===== src/source/qft_pkg.sv =====
package qft_pkg;

    // Amplitude format is signed S3.4
    localparam int AMP_W    = 8;
    localparam int FRAC_W   = 4;
    localparam int N_QUBITS = 3;
    localparam int N_STATES = 1 << N_QUBITS;

    // Wide enough for any product of two amplitudes plus one add
    localparam int PROD_W = 18;

    typedef logic signed [AMP_W-1:0]  amp_t;
    typedef amp_t [N_STATES-1:0]      state_vec_t;
    typedef logic signed [PROD_W-1:0] prod_t;

    // 1/sqrt(2) scaled by 2^FRAC_W
    localparam amp_t H_SCALE = 8'sd11;

    // Fixed rotations of the controlled phase gates
    localparam amp_t COS_PI_2 = 8'sd0;
    localparam amp_t SIN_PI_2 = 8'sd16;
    localparam amp_t COS_PI_4 = 8'sd11;
    localparam amp_t SIN_PI_4 = 8'sd11;

    // Every gate stage has the same depth
    localparam int STAGE_LAT = 2;
    // Six gate stages, then the swap and output register
    localparam int QFT_LAT   = 6 * STAGE_LAT + 1;

    localparam amp_t AMP_MAX = amp_t'((1 << (AMP_W - 1)) - 1);
    localparam amp_t AMP_MIN = amp_t'(-(1 << (AMP_W - 1)));

    // Clamp a scaled intermediate back into the amplitude range
    function automatic amp_t sat_amp(input prod_t x);
        if (x > prod_t'(AMP_MAX)) begin
            return AMP_MAX;
        end
        if (x < prod_t'(AMP_MIN)) begin
            return AMP_MIN;
        end
        return amp_t'(x);
    endfunction

endpackage


===== src/source/state_if.sv =====
`timescale 1ns/1ps

// One state vector with its valid strobe, passed from stage to stage
interface state_if;
    import qft_pkg::*;

    logic       valid;
    state_vec_t re;
    state_vec_t im;

    // Driving stage
    modport src (
        output valid,
        output re,
        output im
    );

    // Receiving stage
    modport snk (
        input valid,
        input re,
        input im
    );

endinterface


===== src/source/hadamard_stage.sv =====
`timescale 1ns/1ps

module hadamard_stage #(
    parameter int QUBIT = 0
) (
    input  logic clk,
    input  logic rst_n,
    state_if.snk in_s,
    state_if.src out_s
);
    import qft_pkg::*;

    localparam int MASK = 1 << QUBIT;

    logic [STAGE_LAT-1:0] valid_q;

    // Valid walks along with the data
    always_ff @(posedge clk or negedge rst_n) begin
        if (!rst_n) begin
            valid_q <= '0;
        end else begin
            valid_q <= {valid_q[STAGE_LAT-2:0], in_s.valid};
        end
    end

    assign out_s.valid = valid_q[STAGE_LAT-1];

    for (genvar i = 0; i < N_STATES; i++) begin : g_amp
        // Pair partners differ only in the chosen qubit bit
        localparam int LO = i & ~MASK;
        localparam int HI = i | MASK;

        prod_t re_s_q;
        prod_t im_s_q;
        prod_t re_scaled;
        prod_t im_scaled;
        amp_t  re_q;
        amp_t  im_q;

        // Cycle 1: lower index keeps the pair sum, upper index the difference
        always_ff @(posedge clk or negedge rst_n) begin
            if (!rst_n) begin
                re_s_q <= '0;
                im_s_q <= '0;
            end else if (i == LO) begin
                re_s_q <= prod_t'($signed(in_s.re[LO])) + prod_t'($signed(in_s.re[HI]));
                im_s_q <= prod_t'($signed(in_s.im[LO])) + prod_t'($signed(in_s.im[HI]));
            end else begin
                re_s_q <= prod_t'($signed(in_s.re[LO])) - prod_t'($signed(in_s.re[HI]));
                im_s_q <= prod_t'($signed(in_s.im[LO])) - prod_t'($signed(in_s.im[HI]));
            end
        end

        // Scale by 1/sqrt(2), floor on the shift
        assign re_scaled = (re_s_q * prod_t'(H_SCALE)) >>> FRAC_W;
        assign im_scaled = (im_s_q * prod_t'(H_SCALE)) >>> FRAC_W;

        // Cycle 2: saturate into the amplitude format
        always_ff @(posedge clk or negedge rst_n) begin
            if (!rst_n) begin
                re_q <= '0;
                im_q <= '0;
            end else begin
                re_q <= sat_amp(re_scaled);
                im_q <= sat_amp(im_scaled);
            end
        end

        assign out_s.re[i] = re_q;
        assign out_s.im[i] = im_q;
    end

endmodule


===== src/source/cphase_stage.sv =====
`timescale 1ns/1ps

module cphase_stage #(
    parameter int            CTRL   = 0,
    parameter int            TARGET = 1,
    parameter qft_pkg::amp_t COS_K  = qft_pkg::COS_PI_2,
    parameter qft_pkg::amp_t SIN_K  = qft_pkg::SIN_PI_2
) (
    input  logic clk,
    input  logic rst_n,
    state_if.snk in_s,
    state_if.src out_s
);
    import qft_pkg::*;

    // Phase applies only where both control and target bits are one
    localparam int CT_MASK = (1 << CTRL) | (1 << TARGET);

    logic [STAGE_LAT-1:0] valid_q;

    always_ff @(posedge clk or negedge rst_n) begin
        if (!rst_n) begin
            valid_q <= '0;
        end else begin
            valid_q <= {valid_q[STAGE_LAT-2:0], in_s.valid};
        end
    end

    assign out_s.valid = valid_q[STAGE_LAT-1];

    for (genvar i = 0; i < N_STATES; i++) begin : g_amp
        amp_t re_q;
        amp_t im_q;

        if ((i & CT_MASK) == CT_MASK) begin : g_rot
            prod_t re_cos_q;
            prod_t im_sin_q;
            prod_t re_sin_q;
            prod_t im_cos_q;
            prod_t re_rot;
            prod_t im_rot;

            // Cycle 1: the four partial products of the complex multiply
            always_ff @(posedge clk or negedge rst_n) begin
                if (!rst_n) begin
                    re_cos_q <= '0;
                    im_sin_q <= '0;
                    re_sin_q <= '0;
                    im_cos_q <= '0;
                end else begin
                    re_cos_q <= prod_t'($signed(in_s.re[i])) * prod_t'(COS_K);
                    im_sin_q <= prod_t'($signed(in_s.im[i])) * prod_t'(SIN_K);
                    re_sin_q <= prod_t'($signed(in_s.re[i])) * prod_t'(SIN_K);
                    im_cos_q <= prod_t'($signed(in_s.im[i])) * prod_t'(COS_K);
                end
            end

            // Combine first, then a single flooring shift
            assign re_rot = (re_cos_q - im_sin_q) >>> FRAC_W;
            assign im_rot = (re_sin_q + im_cos_q) >>> FRAC_W;

            // Cycle 2
            always_ff @(posedge clk or negedge rst_n) begin
                if (!rst_n) begin
                    re_q <= '0;
                    im_q <= '0;
                end else begin
                    re_q <= sat_amp(re_rot);
                    im_q <= sat_amp(im_rot);
                end
            end
        end else begin : g_pass
            amp_t re_d_q;
            amp_t im_d_q;

            // Untouched amplitude, delayed to line up with the rotated ones
            always_ff @(posedge clk or negedge rst_n) begin
                if (!rst_n) begin
                    re_d_q <= '0;
                    im_d_q <= '0;
                    re_q   <= '0;
                    im_q   <= '0;
                end else begin
                    re_d_q <= in_s.re[i];
                    im_d_q <= in_s.im[i];
                    re_q   <= re_d_q;
                    im_q   <= im_d_q;
                end
            end
        end

        assign out_s.re[i] = re_q;
        assign out_s.im[i] = im_q;
    end

endmodule


===== src/source/qft3_top.sv =====
`timescale 1ns/1ps

module qft3_top (
    input  logic                clk,
    input  logic                rst_n,
    input  logic                valid_i,
    input  qft_pkg::state_vec_t re_i,
    input  qft_pkg::state_vec_t im_i,
    output logic                valid_o,
    output qft_pkg::state_vec_t re_o,
    output qft_pkg::state_vec_t im_o
);
    import qft_pkg::*;

    // Exchange bits 0 and 2 of a basis index
    function automatic int swap_q0_q2(input int idx);
        return ((idx & 1) << 2) | (idx & 2) | ((idx >> 2) & 1);
    endfunction

    // Links between the gate stages, st0 is the input side
    state_if st0 ();
    state_if st1 ();
    state_if st2 ();
    state_if st3 ();
    state_if st4 ();
    state_if st5 ();
    state_if st6 ();

    assign st0.valid = valid_i;
    assign st0.re    = re_i;
    assign st0.im    = im_i;

    // Hadamard on q2
    hadamard_stage #(
        .QUBIT (2)
    ) u_h2 (
        .clk   (clk),
        .rst_n (rst_n),
        .in_s  (st0),
        .out_s (st1)
    );

    // Controlled phase pi/2, q1 onto q2
    cphase_stage #(
        .CTRL   (1),
        .TARGET (2),
        .COS_K  (COS_PI_2),
        .SIN_K  (SIN_PI_2)
    ) u_cp12 (
        .clk   (clk),
        .rst_n (rst_n),
        .in_s  (st1),
        .out_s (st2)
    );

    // Controlled phase pi/4, q0 onto q2
    cphase_stage #(
        .CTRL   (0),
        .TARGET (2),
        .COS_K  (COS_PI_4),
        .SIN_K  (SIN_PI_4)
    ) u_cp02 (
        .clk   (clk),
        .rst_n (rst_n),
        .in_s  (st2),
        .out_s (st3)
    );

    // Hadamard on q1
    hadamard_stage #(
        .QUBIT (1)
    ) u_h1 (
        .clk   (clk),
        .rst_n (rst_n),
        .in_s  (st3),
        .out_s (st4)
    );

    // Controlled phase pi/2, q0 onto q1
    cphase_stage #(
        .CTRL   (0),
        .TARGET (1),
        .COS_K  (COS_PI_2),
        .SIN_K  (SIN_PI_2)
    ) u_cp01 (
        .clk   (clk),
        .rst_n (rst_n),
        .in_s  (st4),
        .out_s (st5)
    );

    // Hadamard on q0
    hadamard_stage #(
        .QUBIT (0)
    ) u_h0 (
        .clk   (clk),
        .rst_n (rst_n),
        .in_s  (st5),
        .out_s (st6)
    );

    // Output register with the q0/q2 swap folded into the indexing
    // 1<->4 and 3<->6, the rest stay put
    always_ff @(posedge clk or negedge rst_n) begin
        if (!rst_n) begin
            valid_o <= 1'b0;
            re_o    <= '0;
            im_o    <= '0;
        end else begin
            valid_o <= st6.valid;
            for (int i = 0; i < N_STATES; i++) begin
                re_o[i] <= st6.re[swap_q0_q2(i)];
                im_o[i] <= st6.im[swap_q0_q2(i)];
            end
        end
    end

endmodule


===== config.mk =====
export PLATFORM = sky130hd
export DESIGN_NAME = qft3_top
export DESIGN_NICKNAME = d
export VERILOG_FILES = /design/src/source/qft_pkg.sv /design/src/source/state_if.sv /design/src/source/hadamard_stage.sv /design/src/source/cphase_stage.sv /design/src/source/qft3_top.sv
export SDC_FILE = /design/constraint.sdc
export NUM_CORES = 2
export LEC_CHECK = 0
export BUFFER_PORTS_ARGS = -buffer_cell sky130_fd_sc_hd__buf_4
export CAP_MARGIN = 20
export CORE_MARGIN = 2
export CORE_UTILIZATION = 55
export CTS_CLUSTER_DIAMETER = 60
export DETAILED_ROUTE_END_ITERATION = 16
export PLACE_DENSITY = 0.72
export SETUP_SLACK_MARGIN = 0.4
export SLEW_MARGIN = 5
export SYNTH_ARGS = -nofsm -noshare
export SYNTH_HDL_FRONTEND = slang
export SYNTH_SLANG_ARGS = --single-unit

===== constraint.sdc =====
create_clock -name clk -period 4.64 [get_ports clk]
set_input_delay 0.928 -clock clk [delete_from_list [all_inputs] [get_ports clk]]
set_output_delay 0.928 -clock clk [all_outputs]
set_load 0.01 [all_outputs]

==> results by group <==
Floorplanning
  • Top Ports: 260
  • Die Ht: 435.4 um
  • Row count: 158
  • Core area: 0.1852 mm^2
  • Horiz. Die Dim: 435.4 um
  • Initial Utilization: 55.25%
  • Die area: 0.1895 mm^2

CTS
  • TritonCTS Buffers: 186
  • Cts hold-fix bufs: 0
  • CTS clk-pin slew, worst paths: 60 ps
  • CTS max path bufs: 3
  • CTS Sinks: 1721
  • CTS tree: done
  • Worst-Skew Late Latency: 820 ps
  • H-tree levels: 4
  • Clk root buf: clkbuf_16

Setup path
  • RR Startpoint: u_h2.g_amp[6].im_s_q[1]$_DFF_PN0_
  • Critical path class: reg -> reg
  • WP data required: 5390 ps
  • Critical Path End Type: flip-flop
  • Reg2reg end: u_h2.g_amp[6].im_q[4]$_DFF_PN0_
  • Max Fanout on Critical Path: 6
  • Setup crit start kind: flip-flop
  • R2R Setup Slk: 920 ps
  • Cells on worst reg2reg path: 11
  • Crit path DAT: 4470 ps

Timing
  • RSZ-0062 raised after global routing: no
  • FMAX: 268.8 MHz
  • Final Max Slew Viols: 0
  • Relative slew slack: 38.44%
  • Post-Route Setup TNS: 0 ps
  • Final period util: 80.18%
  • Crit path time final: 3720 ps
  • Final hold slack: 179.5 ps
  • Final setup fails: 0
  • Slew @ Worst Pin: 923.4 ps
  • Final Hold Violating Endpoints: 0
  • Worst Clk Skew: 25.65 ps

Run status
  • Run status: completed

Yosys
  • Syn nets: 11494
  • Synth Flop Type: dfrtp_1
  • Sequential area share after synthesis: 42.08%
  • Async set-reset flop share out of synthesis: 100.0%
  • Netlist Area Pre-Place: 0.1023 mm^2
  • Number of synthesized flops with an enable pin: 0
  • Yosys reg bits: 1721
  • Syn_area_per_cell: 10.74 um^2
  • Synthesis Warnings: 0
  • Post-synth cell types: 97
  • Cell count after synthesis: 9530

Drt
  • Drt pass-1 iters: 6
  • Drt wl/cell: 14.19 um
  • DRC viols: 0
  • Post-Route WL: 178.6 mm
  • 1st-iter DRT viols: 2809
  • Post-detailed-route count of antenna-violating nets: 0
  • Routed vias: 63205
  • Avg Vias per Cell: 5.021

Final layout
  • Share of layout cells above drive strength 1: 7.591%
  • Net count, final: 11915
  • Commonest cells after routing, fill and taps aside: dfrtp_1 (1721), inv_1 (1668), ha_1 (1525)
  • Layout Area Growth over Synthesis: 11.46%
  • Commonest non-fill, non-tap cell in the layout: dfrtp_1

Place
  • Final Wtd Congestion: 0.8603
  • Detailed placement HPWL: 140.6 mm
  • PortBufs: 259

Global routing
  • Vias in the first global route: 65962
  • Initial antenna violation count: 6
  • First-pass GRT wire length: 308.3 mm
  • Largest net degree at the start of global routing: 153
  • GRT Util Overall: 19.32%
  • Gr ovfl total: 0

Worst hold path
  • Hold crit path type: in -> async

Flow run
  • Max-Cap Viols: 0
==> flip-flops by register name (all words and copies together) (netlist names), 68 cells and up <==
| signal | flops |
|---|---|
| u_h1.g_amp.re_s_q | 68 |
| u_h0.g_amp.im_s_q | 68 |
| u_h1.g_amp.im_s_q | 68 |
| u_h2.g_amp.re_s_q | 68 |
| u_h2.g_amp.im_s_q | 68 |
| u_h0.g_amp.re_s_q | 68 |
==> layer usage <==
layer  vias to the layer above  wire length (um)  GRT usage, %
li1                      31988                 -             -
met1                     30087             79610         24.63
met2                       812             87810         33.76
met3                       316              5605         2.662
met4                         2              5587         6.597
met5                         -                13             0
==> synthesized netlist by cell type (all sizes together), types with 76 or more instances <==
master	n	area, um^2
dfrtp	1721	43070
inv	1668	6261
ha	1525	19080
xnor2	623	5464
nand2	468	1757
nor2	452	1697
o21ai	433	2197
a21oi	408	2083
fa	308	6166
xor2	306	2680
a21o	230	1728
nor2b	128	800.8
nor3	121	621.9
o21a	111	833.3
mux2i	106	1061
o21bai	103	777.0
nand2b	92	583.1
nand3	76	380.4
==> worst max-delay path, cell delays in order (launching register included) <==
cell       delay [ps]
dfrtp_1           410
ha_1              330
fa_1              460
ha_1              350
nor3_1            370
a2111oi_2         130
a311o_2           460
a21oi_1           290
o21bai_2          130
mux2i_1           150
a21oi_1           400
o21a_1            200
==> stage by stage <==
stage | worst slack, ps | util (%) | instance area [um^2] | cells
2_1_floorplan | 1248 | - | 102300 | 9530
3_3_place_gp | 956.9 | 58.12 | 107700 | 12243
3_5_place_dp | 816.4 | 58.12 | 107700 | 12243
4_1_cts | 779.8 | 61.57 | 114100 | 12584
5_1_grt | 585.0 | 61.58 | 114100 | 12585
6_report | 919.6 | 61.58 | 114100 | 12587
==> logic make-up (layout without fill, tap and decap cells) <==
| kind of cell | count (synthesis) | in the layout | share of synthesized area [%] |
|---|---|---|---|
| XOR/XNOR | 929 | 929 | 7.958 |
| multiplexers | 131 | 131 | 1.312 |
| adder cells (fa/ha/maj) | 1835 | 1835 | 24.69 |
| buffers and inverters | 1736 | 2310 | 6.369 |
| flip-flops | 1721 | 1721 | 42.08 |
| AO/OA/AOI/OAI | 1664 | 1664 | 10.73 |
| AND/OR/NAND/NOR | 1514 | 1514 | 6.859 |
| other | 0 | 3 | 0 |
==> what timing repair did <==
action                                  4_1_cts  5_1_grt
setup buffers                                 0        0
endpoints found under the setup margin        0        7
gates resized for setup                       0        1
endpoints found under the hold margin         0        0
==> how the worst max path moves through the flow <==
stage                                      start                               to  slack (ps)  cells past startpoint
3_3_place_gp   u_h1.g_amp[3].re_s_q[4]$_DFF_PN0_  u_h1.g_amp[3].re_q[6]$_DFF_PN0_         960                     13
6_report       u_h2.g_amp[6].im_s_q[1]$_DFF_PN0_  u_h2.g_amp[6].im_q[4]$_DFF_PN0_         920                     11
3_5_place_dp   u_h1.g_amp[3].re_s_q[4]$_DFF_PN0_  u_h1.g_amp[3].re_q[3]$_DFF_PN0_         820                     13
4_1_cts        u_h1.g_amp[3].re_s_q[4]$_DFF_PN0_  u_h1.g_amp[3].re_q[0]$_DFF_PN0_         780                     13
2_1_floorplan  u_h1.g_amp[3].re_s_q[4]$_DFF_PN0_  u_h1.g_amp[3].re_q[0]$_DFF_PN0_        1250                     13
5_1_grt        u_h1.g_amp[3].re_s_q[4]$_DFF_PN0_  u_h1.g_amp[3].re_q[1]$_DFF_PN0_         590                     13
==> layout make-up <==
class                      count  area (um^2)
antenna                        3        7.507
clock buffer                 250         5268
clock inverter                91         1119
fill                       14565        71170
inverter                    1668         6261
multi-input combinational   6073        52760
sequential                  1721        43070
tap                         2480         3103
timing repair buffer         301         2480
Power is not shown: default switching activity piles up to over one toggle a cycle in this logic, so the estimate is an artifact.
